## src/vga_pkg.sv

```systemverilog
`default_nettype none

package vga_pkg;

    typedef logic [10:0] vga_coord_t;                 // pixel counter, up to 2047
    typedef logic [11:0] rgb_t;                       // 4-4-4 colour

    localparam rgb_t COLOR_BLANK  = 12'h0_0_0;        // black
    localparam rgb_t COLOR_TOP    = 12'hf_f_0;        // yellow
    localparam rgb_t COLOR_BOTTOM = 12'hf_0_0;        // red
    localparam rgb_t COLOR_LEFT   = 12'h0_f_0;        // green
    localparam rgb_t COLOR_RIGHT  = 12'h0_0_f;        // blue
    localparam rgb_t COLOR_FILL   = 12'h8_8_f;        // gray-blue
    localparam rgb_t COLOR_BANNER = 12'h8_0_0;        // dark red

    // 800x600 at 60 Hz, 40 MHz pixel clock
    localparam int H_ACTIVE_DEF = 800;
    localparam int H_FP_DEF     = 40;
    localparam int H_SYNC_DEF   = 128;
    localparam int H_BP_DEF     = 88;
    localparam int V_ACTIVE_DEF = 600;
    localparam int V_FP_DEF     = 1;
    localparam int V_SYNC_DEF   = 4;
    localparam int V_BP_DEF     = 23;

    localparam int BANNER_X_DEF = 250;                // left edge of the box
    localparam int BANNER_Y_DEF = 250;                // top edge of the box
    localparam int BANNER_W_DEF = 300;
    localparam int BANNER_H_DEF = 100;

    typedef enum logic {BANNER_OFF, BANNER_ON} banner_state_t;

endpackage

`default_nettype wire

```

## src/draw_end_banner.sv

```systemverilog
`default_nettype none

module draw_end_banner
    import vga_pkg::*;
#(
    parameter int BANNER_X = BANNER_X_DEF,
    parameter int BANNER_Y = BANNER_Y_DEF,
    parameter int BANNER_W = BANNER_W_DEF,
    parameter int BANNER_H = BANNER_H_DEF
) (
    input  logic       clk,
    input  logic       rst,
    input  logic       game_over,
    input  logic       restart,
    input  vga_coord_t hcount_in,
    input  vga_coord_t vcount_in,
    input  logic       hsync_in,
    input  logic       vsync_in,
    input  logic       hblnk_in,
    input  logic       vblnk_in,
    input  rgb_t       rgb_in,
    output vga_coord_t hcount,
    output vga_coord_t vcount,
    output logic       hsync,
    output logic       vsync,
    output logic       hblnk,
    output logic       vblnk,
    output rgb_t       rgb
);

    localparam vga_coord_t X_BEG = vga_coord_t'(BANNER_X);
    localparam vga_coord_t Y_BEG = vga_coord_t'(BANNER_Y);
    localparam vga_coord_t X_END = vga_coord_t'(BANNER_X + BANNER_W);   // exclusive
    localparam vga_coord_t Y_END = vga_coord_t'(BANNER_Y + BANNER_H);   // exclusive

    banner_state_t state;
    banner_state_t state_nxt;
    logic          in_box;
    rgb_t          rgb_nxt;

    always_comb begin
        state_nxt = state;
        case (state)
            BANNER_OFF: if (game_over && !restart) state_nxt = BANNER_ON;
            BANNER_ON:  if (restart) state_nxt = BANNER_OFF;   // restart has priority
            default:    state_nxt = BANNER_OFF;
        endcase
    end

    always_comb begin
        in_box = (hcount_in >= X_BEG) && (hcount_in < X_END)
              && (vcount_in >= Y_BEG) && (vcount_in < Y_END);
        if ((state == BANNER_ON) && in_box && !hblnk_in && !vblnk_in) begin
            rgb_nxt = COLOR_BANNER;                   // box covers borders too
        end else begin
            rgb_nxt = rgb_in;
        end
    end

    always_ff @(posedge clk) begin
        if (rst) begin
            state  <= BANNER_OFF;
            hcount <= '0;
            vcount <= '0;
            hsync  <= 1'b0;
            vsync  <= 1'b0;
            hblnk  <= 1'b0;
            vblnk  <= 1'b0;
            rgb    <= COLOR_BLANK;
        end else begin
            state  <= state_nxt;                      // seen by next pixel out
            hcount <= hcount_in;
            vcount <= vcount_in;
            hsync  <= hsync_in;
            vsync  <= vsync_in;
            hblnk  <= hblnk_in;
            vblnk  <= vblnk_in;
            rgb    <= rgb_nxt;
        end
    end

    a_strobe_excl: assert property (
        @(posedge clk) disable iff (rst) !(game_over && restart)
    ) else $warning("game_over and restart together, restart taken");

endmodule

`default_nettype wire

```

## src/draw_end_bg.sv

```systemverilog
`default_nettype none

module draw_end_bg
    import vga_pkg::*;
#(
    parameter int H_ACTIVE = H_ACTIVE_DEF,
    parameter int V_ACTIVE = V_ACTIVE_DEF
) (
    input  logic       clk,
    input  logic       rst,
    input  vga_coord_t hcount_in,
    input  vga_coord_t vcount_in,
    input  logic       hsync_in,
    input  logic       vsync_in,
    input  logic       hblnk_in,
    input  logic       vblnk_in,
    output vga_coord_t hcount,
    output vga_coord_t vcount,
    output logic       hsync,
    output logic       vsync,
    output logic       hblnk,
    output logic       vblnk,
    output rgb_t       rgb
);

    localparam vga_coord_t H_LAST = vga_coord_t'(H_ACTIVE - 1);   // rightmost column
    localparam vga_coord_t V_LAST = vga_coord_t'(V_ACTIVE - 1);   // bottom row

    rgb_t rgb_nxt;

    always_comb begin
        if (hblnk_in || vblnk_in) begin
            rgb_nxt = COLOR_BLANK;                    // nothing drawn in porches
        end else if (vcount_in == '0) begin
            rgb_nxt = COLOR_TOP;
        end else if (vcount_in == V_LAST) begin
            rgb_nxt = COLOR_BOTTOM;
        end else if (hcount_in == '0) begin
            rgb_nxt = COLOR_LEFT;                     // corners go to top/bottom
        end else if (hcount_in == H_LAST) begin
            rgb_nxt = COLOR_RIGHT;
        end else begin
            rgb_nxt = COLOR_FILL;
        end
    end

    always_ff @(posedge clk) begin
        if (rst) begin
            hcount <= '0;
            vcount <= '0;
            hsync  <= 1'b0;
            vsync  <= 1'b0;
            hblnk  <= 1'b0;
            vblnk  <= 1'b0;
            rgb    <= COLOR_BLANK;
        end else begin
            hcount <= hcount_in;                      // bundle delayed as one
            vcount <= vcount_in;
            hsync  <= hsync_in;
            vsync  <= vsync_in;
            hblnk  <= hblnk_in;
            vblnk  <= vblnk_in;
            rgb    <= rgb_nxt;
        end
    end

    a_blank_black: assert property (
        @(posedge clk) disable iff (rst) (hblnk || vblnk) |-> (rgb == COLOR_BLANK)
    ) else $error("colour %h during blanking", rgb);

endmodule

`default_nettype wire

```

## src/vga_end_top.sv

```systemverilog
`default_nettype none

module vga_end_top
    import vga_pkg::*;
#(
    parameter int H_ACTIVE = H_ACTIVE_DEF,
    parameter int H_FP     = H_FP_DEF,
    parameter int H_SYNC   = H_SYNC_DEF,
    parameter int H_BP     = H_BP_DEF,
    parameter int V_ACTIVE = V_ACTIVE_DEF,
    parameter int V_FP     = V_FP_DEF,
    parameter int V_SYNC   = V_SYNC_DEF,
    parameter int V_BP     = V_BP_DEF,
    parameter int BANNER_X = BANNER_X_DEF,
    parameter int BANNER_Y = BANNER_Y_DEF,
    parameter int BANNER_W = BANNER_W_DEF,
    parameter int BANNER_H = BANNER_H_DEF
) (
    input  logic       clk,
    input  logic       rst,
    input  logic       game_over,
    input  logic       restart,
    output vga_coord_t hcount,
    output vga_coord_t vcount,
    output logic       hsync,
    output logic       vsync,
    output logic       hblnk,
    output logic       vblnk,
    output rgb_t       rgb
);

    vga_coord_t tim_hcount;                           // timing generator out
    vga_coord_t tim_vcount;
    logic       tim_hsync;
    logic       tim_vsync;
    logic       tim_hblnk;
    logic       tim_vblnk;

    vga_coord_t bg_hcount;                            // background stage out
    vga_coord_t bg_vcount;
    logic       bg_hsync;
    logic       bg_vsync;
    logic       bg_hblnk;
    logic       bg_vblnk;
    rgb_t       bg_rgb;

    vga_timing #(
        .H_ACTIVE(H_ACTIVE), .H_FP(H_FP), .H_SYNC(H_SYNC), .H_BP(H_BP),
        .V_ACTIVE(V_ACTIVE), .V_FP(V_FP), .V_SYNC(V_SYNC), .V_BP(V_BP)
    ) u_timing (
        .clk(clk), .rst(rst),
        .hcount(tim_hcount), .vcount(tim_vcount),
        .hsync(tim_hsync), .vsync(tim_vsync),
        .hblnk(tim_hblnk), .vblnk(tim_vblnk)
    );

    draw_end_bg #(
        .H_ACTIVE(H_ACTIVE), .V_ACTIVE(V_ACTIVE)
    ) u_bg (
        .clk(clk), .rst(rst),
        .hcount_in(tim_hcount), .vcount_in(tim_vcount),
        .hsync_in(tim_hsync), .vsync_in(tim_vsync),
        .hblnk_in(tim_hblnk), .vblnk_in(tim_vblnk),
        .hcount(bg_hcount), .vcount(bg_vcount),
        .hsync(bg_hsync), .vsync(bg_vsync),
        .hblnk(bg_hblnk), .vblnk(bg_vblnk),
        .rgb(bg_rgb)
    );

    draw_end_banner #(
        .BANNER_X(BANNER_X), .BANNER_Y(BANNER_Y),
        .BANNER_W(BANNER_W), .BANNER_H(BANNER_H)
    ) u_banner (
        .clk(clk), .rst(rst),
        .game_over(game_over), .restart(restart),
        .hcount_in(bg_hcount), .vcount_in(bg_vcount),
        .hsync_in(bg_hsync), .vsync_in(bg_vsync),
        .hblnk_in(bg_hblnk), .vblnk_in(bg_vblnk),
        .rgb_in(bg_rgb),
        .hcount(hcount), .vcount(vcount),
        .hsync(hsync), .vsync(vsync),
        .hblnk(hblnk), .vblnk(vblnk),
        .rgb(rgb)
    );

endmodule

`default_nettype wire

```

## src/vga_timing.sv

```systemverilog
`default_nettype none

module vga_timing
    import vga_pkg::*;
#(
    parameter int H_ACTIVE = H_ACTIVE_DEF,
    parameter int H_FP     = H_FP_DEF,
    parameter int H_SYNC   = H_SYNC_DEF,
    parameter int H_BP     = H_BP_DEF,
    parameter int V_ACTIVE = V_ACTIVE_DEF,
    parameter int V_FP     = V_FP_DEF,
    parameter int V_SYNC   = V_SYNC_DEF,
    parameter int V_BP     = V_BP_DEF
) (
    input  logic       clk,
    input  logic       rst,
    output vga_coord_t hcount,
    output vga_coord_t vcount,
    output logic       hsync,
    output logic       vsync,
    output logic       hblnk,
    output logic       vblnk
);

    localparam vga_coord_t H_LAST     = vga_coord_t'(H_ACTIVE + H_FP + H_SYNC + H_BP - 1);
    localparam vga_coord_t V_LAST     = vga_coord_t'(V_ACTIVE + V_FP + V_SYNC + V_BP - 1);
    localparam vga_coord_t H_BLNK_BEG = vga_coord_t'(H_ACTIVE);
    localparam vga_coord_t V_BLNK_BEG = vga_coord_t'(V_ACTIVE);
    localparam vga_coord_t H_SYNC_BEG = vga_coord_t'(H_ACTIVE + H_FP);
    localparam vga_coord_t V_SYNC_BEG = vga_coord_t'(V_ACTIVE + V_FP);
    localparam vga_coord_t H_SYNC_END = vga_coord_t'(H_ACTIVE + H_FP + H_SYNC);
    localparam vga_coord_t V_SYNC_END = vga_coord_t'(V_ACTIVE + V_FP + V_SYNC);

    vga_coord_t hcount_nxt;
    vga_coord_t vcount_nxt;
    logic       hsync_nxt;
    logic       vsync_nxt;
    logic       hblnk_nxt;
    logic       vblnk_nxt;

    always_comb begin
        if (hcount == H_LAST) begin                   // end of line
            hcount_nxt = '0;
            if (vcount == V_LAST) begin               // end of frame
                vcount_nxt = '0;
            end else begin
                vcount_nxt = vcount + 1'b1;
            end
        end else begin
            hcount_nxt = hcount + 1'b1;
            vcount_nxt = vcount;                      // hold row mid-line
        end
    end

    // flags decoded ahead from next counts so they land with them
    always_comb begin
        hblnk_nxt = (hcount_nxt >= H_BLNK_BEG);
        vblnk_nxt = (vcount_nxt >= V_BLNK_BEG);
        hsync_nxt = (hcount_nxt >= H_SYNC_BEG) && (hcount_nxt < H_SYNC_END);
        vsync_nxt = (vcount_nxt >= V_SYNC_BEG) && (vcount_nxt < V_SYNC_END);
    end

    always_ff @(posedge clk) begin
        if (rst) begin
            hcount <= '0;
            vcount <= '0;
            hsync  <= 1'b0;
            vsync  <= 1'b0;
            hblnk  <= 1'b0;
            vblnk  <= 1'b0;
        end else begin
            hcount <= hcount_nxt;
            vcount <= vcount_nxt;
            hsync  <= hsync_nxt;
            vsync  <= vsync_nxt;
            hblnk  <= hblnk_nxt;
            vblnk  <= vblnk_nxt;
        end
    end

    // sync pulse must sit inside the porch region
    a_hsync_in_blank: assert property (
        @(posedge clk) disable iff (rst) hsync |-> hblnk
    ) else $error("hsync high during active video at hcount %0d", hcount);

endmodule

`default_nettype wire
```

## config.mk

```make
export PLATFORM = sky130hd
export DESIGN_NAME = vga_end_top
export DESIGN_NICKNAME = d
export VERILOG_FILES = /design/src/vga_pkg.sv /design/src/draw_end_banner.sv /design/src/draw_end_bg.sv /design/src/vga_end_top.sv /design/src/vga_timing.sv
export SDC_FILE = /design/constraint.sdc
export NUM_CORES = 1
export LEC_CHECK = 0
export BUFFER_PORTS_ARGS = -buffer_cell sky130_fd_sc_hd__buf_2
export CELL_PAD_IN_SITES_DETAIL_PLACEMENT = 0
export CELL_PAD_IN_SITES_GLOBAL_PLACEMENT = 2
export CORE_MARGIN = 2
export CORE_UTILIZATION = 38
export CTS_BUF_LIST = sky130_fd_sc_hd__clkbuf_2
export CTS_CLUSTER_SIZE = 40
export DETAILED_ROUTE_END_ITERATION = 16
export HOLD_SLACK_MARGIN = 0.12
export PLACE_DENSITY_LB_ADDON = 0.25
export SLEW_MARGIN = 20
export SYNTH_ARGS = -nofsm -noshare
export SYNTH_HDL_FRONTEND = slang
export SYNTH_SLANG_ARGS = --single-unit
```

## constraint.sdc

```tcl
create_clock -name clk -period 3 [get_ports clk]
set_clock_uncertainty 0.2 [all_clocks]
set_input_delay 0.3 -clock clk [delete_from_list [all_inputs] [get_ports clk]]
set_output_delay 0.3 -clock clk [all_outputs]
set_load 0.02 [all_outputs]
```

Word-level counts from Yosys, hierarchy flattened:

Index checks and enable logic that the tools add are counted.
W data, S select, Z words.

* flip-flop bits (word level): 103
* input port bits: 4
* word-level logic and storage cells: 69

* $add $sub $neg: 2
* order comparisons: 10
* equal/unequal tests: 4
* multiplexer cells: 11
* bitwise gates (word level): 1
* reductions and logical operators: 18

Operators by type and width (number)
* $mux W12: 5
* $ge A11 B10 Y1 const B: 4
* $eq A11 B10 Y1 const B: 3
* $lt A11 B10 Y1 const B: 3
* $mux W11: 3
* $add A11 B1 Y11 const B: 2
* $ge A11 B8 Y1 const B: 2
* $logic_not A11 Y1: 2
* $eq A11 B11 Y1 const B: 1
* $lt A11 B9 Y1 const B: 1
* $logic_and A1 B1 Y1: 9
* $reduce_or A5 Y1: 1
* $reduce_or A2 Y1: 2
* $logic_not A1 Y1: 3
* $mux W1: 2
* $pmux W1 S2: 1
* $logic_or A1 B1 Y1: 1
* $not A1 Y1: 1

Depth between registers and ports, before layout:

Gate-level depths: netlist of run 1.

* word-level depth: 8
* depth in mapped cells: 8

By module:

A second synthesis of run 1 with hierarchy kept.

* cells, all modules: 402
* area total of the unflattened synthesis: 3863.7 um^2

By module, submodules not included
* vga_timing: times used 1, cells each 196, area each 1616.6 um^2, sequential area each 520.5 um^2
* draw_end_banner: times used 1, cells each 115, area each 1207.4 um^2, sequential area each 780.7 um^2
* draw_end_bg: times used 1, cells each 91, area each 1039.7 um^2, sequential area each 620.6 um^2

Worst setup path after synthesis of run 1:

OpenSTA, ideal clock, no wires.

* path kind: register to register
* start: reg u_timing.hcount[0]
* end: reg u_timing.vsync
* arrival: 1.728 ns
* data required time: 2.683 ns
* path slack: 0.955 ns
* stages on the path, launching flop included: 9
* cell sequence: dfxtp_1 -> ha_1 -> and4_4 -> buf_6 -> and3_4 -> nand3_2 -> and2_1 -> o21ai_2 -> and4b_1

* longest elaborated chain between the ends: 4

RTL lines
* start, declared: line vga_timing.sv:17 `output vga_coord_t hcount,`
* start signal, assigned: line vga_timing.sv:72 `hcount <= hcount_nxt;`
* $eq A11 B11 Y1 (*): line vga_timing.sv:42 `if (hcount == H_LAST) begin`
* $mux W11 (*): line vga_timing.sv:42
* $ge A11 B10 Y1 / $lt A11 B10 Y1 (equally long branches): line vga_timing.sv:60 `vsync_nxt = (vcount_nxt >= V_SYNC_BEG) && (vcount_nxt < V_SYNC_END);`
* $logic_and A1 B1 Y1 (*): line vga_timing.sv:60
* end signal, assigned: line vga_timing.sv:75 `vsync <= vsync_nxt;`
* end, declared: line vga_timing.sv:20 `output logic vsync,`

Every way passes the cells marked *; elsewhere a longest branch is shown, timed or not.
A chain may end at the register's enable or synchronous reset.

Worst setup path after layout of run 1:

Same ends and word-level chain as after synthesis.

==> results of run 1 <==
## cell type report
cell class                 instances  area [um2]
inverter                           6        22.5
clock buffer                       9        45.0
timing repair buffer              45         243
clock inverter                     7        52.6
multi-input combinational        249        1600
sequential                        89        1780
tap                              111         139
fill                             920        5310
## per-layer routing
metal	wire length, um	GRT usage [%]	up-vias	part of all wire [%]
li1	-	-	1329	-
met4	80	5.61	0	1.2
met5	0	0	-	0
met2	2900	20.0	56	42
met3	238	2.69	7	3.5
met1	3630	20.4	1144	53
## critical path: stages, from the launching register on
cell and delay [ns]:
dfxtp_1 0.50, ha_1 0.27, and4_4 0.32, and3_4 0.31
nand3_2 0.11, and2_1 0.18, o21ai_2 0.14, and4b_1 0.21
## cells in the final DEF, fill, tap and decap left out, drive strengths merged, types with 4 or more instances in the layout
| cell type | n |
|---|---|
| a21oi | 10 |
| and2 | 7 |
| and3 | 9 |
| and4 | 4 |
| buf | 42 |
| clkbuf | 9 |
| dfxtp | 89 |
| ha | 4 |
| inv | 8 |
| nand2 | 16 |
| nand3 | 14 |
| nand4 | 4 |
| nor2 | 33 |
| nor2b | 50 |
| nor3 | 17 |
| nor4 | 4 |
| o21ai | 13 |
| xnor2 | 14 |
| xor2 | 7 |
## metrics by stage
step,power [mW],hold slack (ns),cell area (um2),instances
floorplan,1.28,0.177,3590,375
global placement,1.30,0.210,3760,497
detailed placement,1.30,0.218,3760,497
CTS,1.84,0.254,3880,516
global route,1.88,0.239,3880,516
finish,1.80,0.251,3880,516
## cell families (layout without fill, tap and decap cells)
kind of cell | Yosys count | after routing | share of synthesized area [%]
flops | 89 | 89 | 49.7
buf+inv | 37 | 67 | 5.65
compound gates | 49 | 49 | 9.21
fa+ha+maj | 4 | 4 | 1.40
xor+xnor | 21 | 21 | 5.13
simple gates | 175 | 175 | 28.9
## worst paths after layout
check / slack [ns] / startpoint / cells past startpoint / to
max: 0.70 / u_timing.hcount[0]$_SDFF_PP0_ / 7 / u_timing.vsync$_SDFF_PP0_
min: 0.25 / u_bg.hblnk$_SDFF_PP0_ / 1 / u_banner.hblnk$_SDFF_PP0_
max reg2reg: 0.70 / u_timing.hcount[0]$_SDFF_PP0_ / 7 / u_timing.vsync$_SDFF_PP0_
min reg2reg: 0.25 / u_bg.hblnk$_SDFF_PP0_ / 1 / u_banner.hblnk$_SDFF_PP0_
## power by group through the flow
stage | clock network [mW] | logic (mW) | registers, mW
after floorplan | 0 | 0.0455 | 1.24
after global placement | 0 | 0.0661 | 1.23
after detailed placement | 0 | 0.0653 | 1.23
after CTS | 0.558 | 0.0685 | 1.21
after global routing | 0.594 | 0.0742 | 1.21
final | 0.526 | 0.0668 | 1.21
## registers in the layout, indices dropped and copies added, names as in the netlist, 5 cells and up
signal / flops
u_banner.vcount: 11
u_timing.hcount: 11
u_banner.rgb: 5
u_bg.hcount: 11
u_bg.rgb: 5
u_timing.vcount: 11
u_banner.hcount: 11
u_bg.vcount: 11
==> summary.txt, run 1 <==
Pwr
  • Clk network pwr share: 29.2%
  • Register share of total power: 67.1%
  • Worst VDD drop: 0.000144 V
  • Pwr/cell area: 464 mW/mm2
  • Leak pwr: 1.52 nW
  • Comb power frac: 3.7%
  • Int Power: 1.34 mW
  • P_sw: 0.465 mW
  • Sw Ratio: 25.8%

Clock network
  • Htree depth: 3
  • CTS max path bufs: 2
  • CTS Sinks: 89
  • CTS tree: yes
  • Root buffer cell: clkbuf_2
  • Clk Latency, worst-skew pair: 0.51 ns
  • Post-CTS Setup Bufs: 0
  • Post-cts repair resize count: 0
  • TritonCTS Buffers: 9
  • Worst-path clk slew: 0.26 ns
  • Hold-fix buffers, CTS: 3

GRT
  • First-pass GRT wire length: 11,100 um
  • Overflow left after global routing: 0
  • Total GRT Usage: 13.9%
  • Number of global-route vias before repair: 2,196
  • Initial antenna violation count: 0
  • Largest net degree at the start of global routing: 44

Yosys
  • Top post-synthesis cells by count: 89 x dfxtp_1, 50 x nor2b_1, 32 x nor2_1
  • Post-Syn Area: 0.00359 mm2
  • Post-synth top area cell: dfxtp_1
  • Number of synthesized flops with an enable pin: 0
  • Synth warn: 0
  • Avg Synthesized Cell Area: 9.56 um2
  • Top post-synthesis cells by area: dfxtp_1 50%, nor2b_1 8.7%, xnor2_1 3.4%, nor2_1 3.3%, nor3_1 2.0%
  • Share of the synthesized area in the top cell type: 49.7%
  • Number of register bits inferred by synthesis: 89
  • Netlist cell types: 57
  • Dominant register cell in the synthesized netlist: dfxtp_1
  • Sequential area share after synthesis: 49.7%
  • Synth Net Count: 383
  • Post-Syn Instances: 375
  • Most common cell in the synthesized netlist: dfxtp_1
  • Ys async rst share: 0%

STA
  • Setup TNS Final: 0 ns
  • RSZ-0062 raised after global routing: no
  • Period utilisation layout: 76.8%
  • Post-route minimum period: 2.30 ns
  • Final WS setup: 0.697 ns
  • Final hold vios: 0
  • Slew @ Worst Pin: 0.774 ns
  • Setup violators final: 0
  • Slew margin rel.: 48.4%
  • Slew Limit Fails: 0
  • Fmax: 0.434 GHz

Final layout
  • Fin util: 42.2%
  • Diode count: 0
  • Area growth syn-to-layout: 8.34%
  • Layout cell share with drive strength beyond 1: 17.0%
  • Post-layout nets: 408

Critical path
  • CP Capture Type: flip-flop
  • Type of the worst setup path: flip-flop to flip-flop
  • WP data arrival: 2.56 ns
  • Required time of the critical path: 3.25 ns
  • CP Max Fanout: 14
  • Startpoint types: flip-flop

Drt
  • DRT Wirelength: 6850 um
  • Starting DRT DRC Count: 147
  • Vias per std cell: 4.91
  • WL per Instance: 13.3 um
  • Via count: 2,536
  • Residual DRC: 0
  • Drt pass-1 iters: 4
  • Final ANT Viol Nets: 0

Die
  • DIE WIDTH: 101 um
  • Core Box Area: 0.00920 mm2
  • Initial Util: 39.0%
  • Die ar.: 0.0102 mm2
  • Die Height: 101 um
  • I/O pin total: 42
  • Row cnt: 35

Outcome
  • Outcome: finished, final reports clean

Placed design
  • IO buf count: 41
  • Place WS: 0.712 ns
  • GP Congestion: 0.812
  • Detail Placement HPWL: 4820 um

Flow run
  • Max-cap violation count: 0

Worst hold path
  • Min-Delay Path Class: flip-flop to flip-flop
Power figures use the tool's default switching activity.
==> run 2, diff against run 1 <==
CORE_UTILIZATION = 34   (was 38)
clock period = 2 ns   (was 3 ns; I/O delays follow)
==> summary.txt, run 2 (same netlist as run 1, synthesis figures left out) <==
Drt
  • Final ANT Viol Nets: 0 (unchanged)
  • Via count: 2,703 (+6.6%)
  • Residual DRC: 0 (unchanged)
  • Starting DRT DRC Count: 136 (-7.5%)
  • DRT Wirelength: 7630 um (+11%)
  • WL per Instance: 13.2 um (-0.60%)
  • Drt pass-1 iters: 4 (unchanged)
  • Vias per std cell: 4.68 (-4.8%)

STA
  • Slew margin rel.: 69.0% (+21 points)
  • Final WS setup: 0.0606 ns (-0.636 ns)
  • Worst Hold Slack: 0.253 ns (+0.00163 ns)
  • Period utilisation layout: 97.0% (+20 points)
  • RSZ-0062 raised after global routing: yes
  • Final hold vios: 0 (unchanged)
  • Fmax: 0.516 GHz (+19%)
  • Slew Limit Fails: 0 (unchanged)
  • Setup violators final: 0 (unchanged)
  • Post-route minimum period: 1.94 ns (-0.364 ns)
  • Slew @ Worst Pin: 0.465 ns (-0.309 ns)

Placed design
  • Place WS: -0.00494 ns (-0.716 ns)
  • Placed insts: 557 (+12%)
  • GP Congestion: 0.782 (-3.7%)
  • Placed cell areas: 0.00406 mm2 (+8.0%)
  • Detail Placement HPWL: 5490 um (+14%)
  • IO buf count: 41 (unchanged)

GRT
  • Number of global-route vias before repair: 2,485 (+13%)
  • Total GRT Usage: 14.0% (+0.075 points)
  • First-pass GRT wire length: 12,500 um (+12%)
  • Largest net degree at the start of global routing: 36 (-18%)
  • Overflow left after global routing: 0 (unchanged)
  • Initial antenna violation count: 0 (unchanged)

Final layout
  • Layout cell share with drive strength beyond 1: 30.1% (+13 points)
  • Diode count: 0 (unchanged)
  • Most frequent cells in the layout: 78 x dfxtp_1, 50 x nor2b_1, 41 x buf_2
  • Final instance area: 0.00434 mm2 (+12%)
  • Commonest non-fill, non-tap cell in the layout: dfxtp_1
  • Post-layout nets: 445 (+9.1%)
  • Area growth syn-to-layout: 21.1%
  • Finished Layout Cells: 578 (+12%)

Clock network
  • Root buffer cell: clkbuf_2
  • TritonCTS Buffers: 9 (unchanged)
  • CTS max path bufs: 2 (unchanged)
  • CTS Sinks: 89 (unchanged)
  • Htree depth: 3 (unchanged)
  • Clk Latency, worst-skew pair: 0.55 ns (+0.04 ns)
  • CTS tree: yes
  • Worst-path clk slew: 0.25 ns (about the same)

Flow run
  • Max-cap violation count: 0 (unchanged)

Outcome
  • Outcome: finished, final reports clean

Critical path
  • Worst setup startpoint: u_timing.vcount[0]$_SDFF_PP0_
  • R2R Path Start: u_timing.vcount[0]$_SDFF_PP0_
  • Type of the worst setup path: flip-flop to flip-flop
  • Startpoint types: flip-flop
  • R2r endpoint: u_timing.vsync$_SDFF_PP0_
  • Required time of the critical path: 2.26 ns (-0.99 ns)
  • Reg-to-reg setup timing slack: 0.06 ns (-0.64 ns)
  • Crit path to: u_timing.vsync$_SDFF_PP0_
  • WP data arrival: 2.20 ns (-0.36 ns)
  • Reg2reg path depth: 7 (unchanged)
  • CP Max Fanout: 5 (-9)
  • CP Capture Type: flip-flop

Die
  • Core Box Area: 0.0103 mm2 (+12%)
  • Die Height: 107 um (+5.5%)
  • Row cnt: 37 (+5.7%)
  • I/O pin total: 42 (unchanged)
  • DIE WIDTH: 107 um (+5.5%)
  • Die ar.: 0.0114 mm2 (+11%)
  • Initial Util: 34.9% (-4.1 points)

Pwr
  • Sw Ratio: 24.9% (-0.90 points)
  • P_sw: 0.709 mW (+52%)
  • Int Power: 2.14 mW (+60%)
  • Clk network pwr share: 32.1% (+2.9 points)
  • Register share of total power: 63.6% (-3.5 points)
  • Worst VDD drop: 0.000205 V (+43%)
  • Comb power frac: 4.4% (+0.7 points)
  • Tot Pwr: 2.85 mW (+58%)
  • Pwr/cell area: 656 mW/mm2 (+41%)
  • Leak pwr: 1.75 nW (+15%)

Worst hold path
  • Min-Delay Path Class: primary input to flip-flop
[run 2: metal layers]
layer	global-route usage, %	part of all wire [%]	vias up
met3	3.16	3.9	9
met5	0	0	-
met4	5.38	1.5	0
met1	20.1	51	1256
li1	-	-	1389
met2	20.2	43	49
[run 2: what timing repair did]
action / in CTS / in global routing
hold buffers: 4 / 0
setup endpoints to repair: 3 / 6
buffers inserted: 0 / 1
pin swaps: 0 / 9
endpoints found under the hold margin: 36 / 0
gates resized for setup: 3 / 34
[run 2: power by group through the flow]
stage               clock network [mW]  logic [mW]  registers (mW)
floorplan                            0      0.0684            1.85
global placement                     0       0.117            1.84
detailed placement                   0       0.116            1.84
CTS                              0.946       0.123            1.81
global route                      1.03       0.141            1.81
finish                           0.913       0.125            1.81
[run 2: critical path: stages (launching register included)]
cell	delay, ns
dfxtp_2	0.38
ha_2	0.19
and4_1	0.21
and4_4	0.21
o31a_1	0.24
o211ai_1	0.15
o21ai_1	0.09
and4b_1	0.20
[run 2: per-stage QoR]
stage / TNS [ns] / util [%]
CTS: -0.0129 / 41.1
detailed placement: -0.00494 / 39.5
global placement: 0 / 39.5
finish: 0 / 42.3
floorplan: 0 / -
global route: -0.0418 / 42.3
[run 2: final cells by class]
class                      count  area [um2]
fill                        1051        5930
sequential                    89        1800
multi-input combinational    249        1710
timing repair buffer          82         531
tap                          136         170
clock inverter                 7        70.1
clock buffer                   9        45.0
inverter                       6        25.0
[run 2: worst min path at each step]
stage / startpoint / endpoint / slack [ns] / depth (start not counted)
floorplan: restart / u_banner.state$_SDFF_PP0_ / 0.08 / 1
global placement: restart / u_banner.state$_SDFF_PP0_ / 0.17 / 2
detailed placement: restart / u_banner.state$_SDFF_PP0_ / 0.17 / 2
CTS: game_over / u_banner.state$_SDFF_PP0_ / 0.22 / 4
global route: game_over / u_banner.state$_SDFF_PP0_ / 0.23 / 4
finish: game_over / u_banner.state$_SDFF_PP0_ / 0.25 / 4
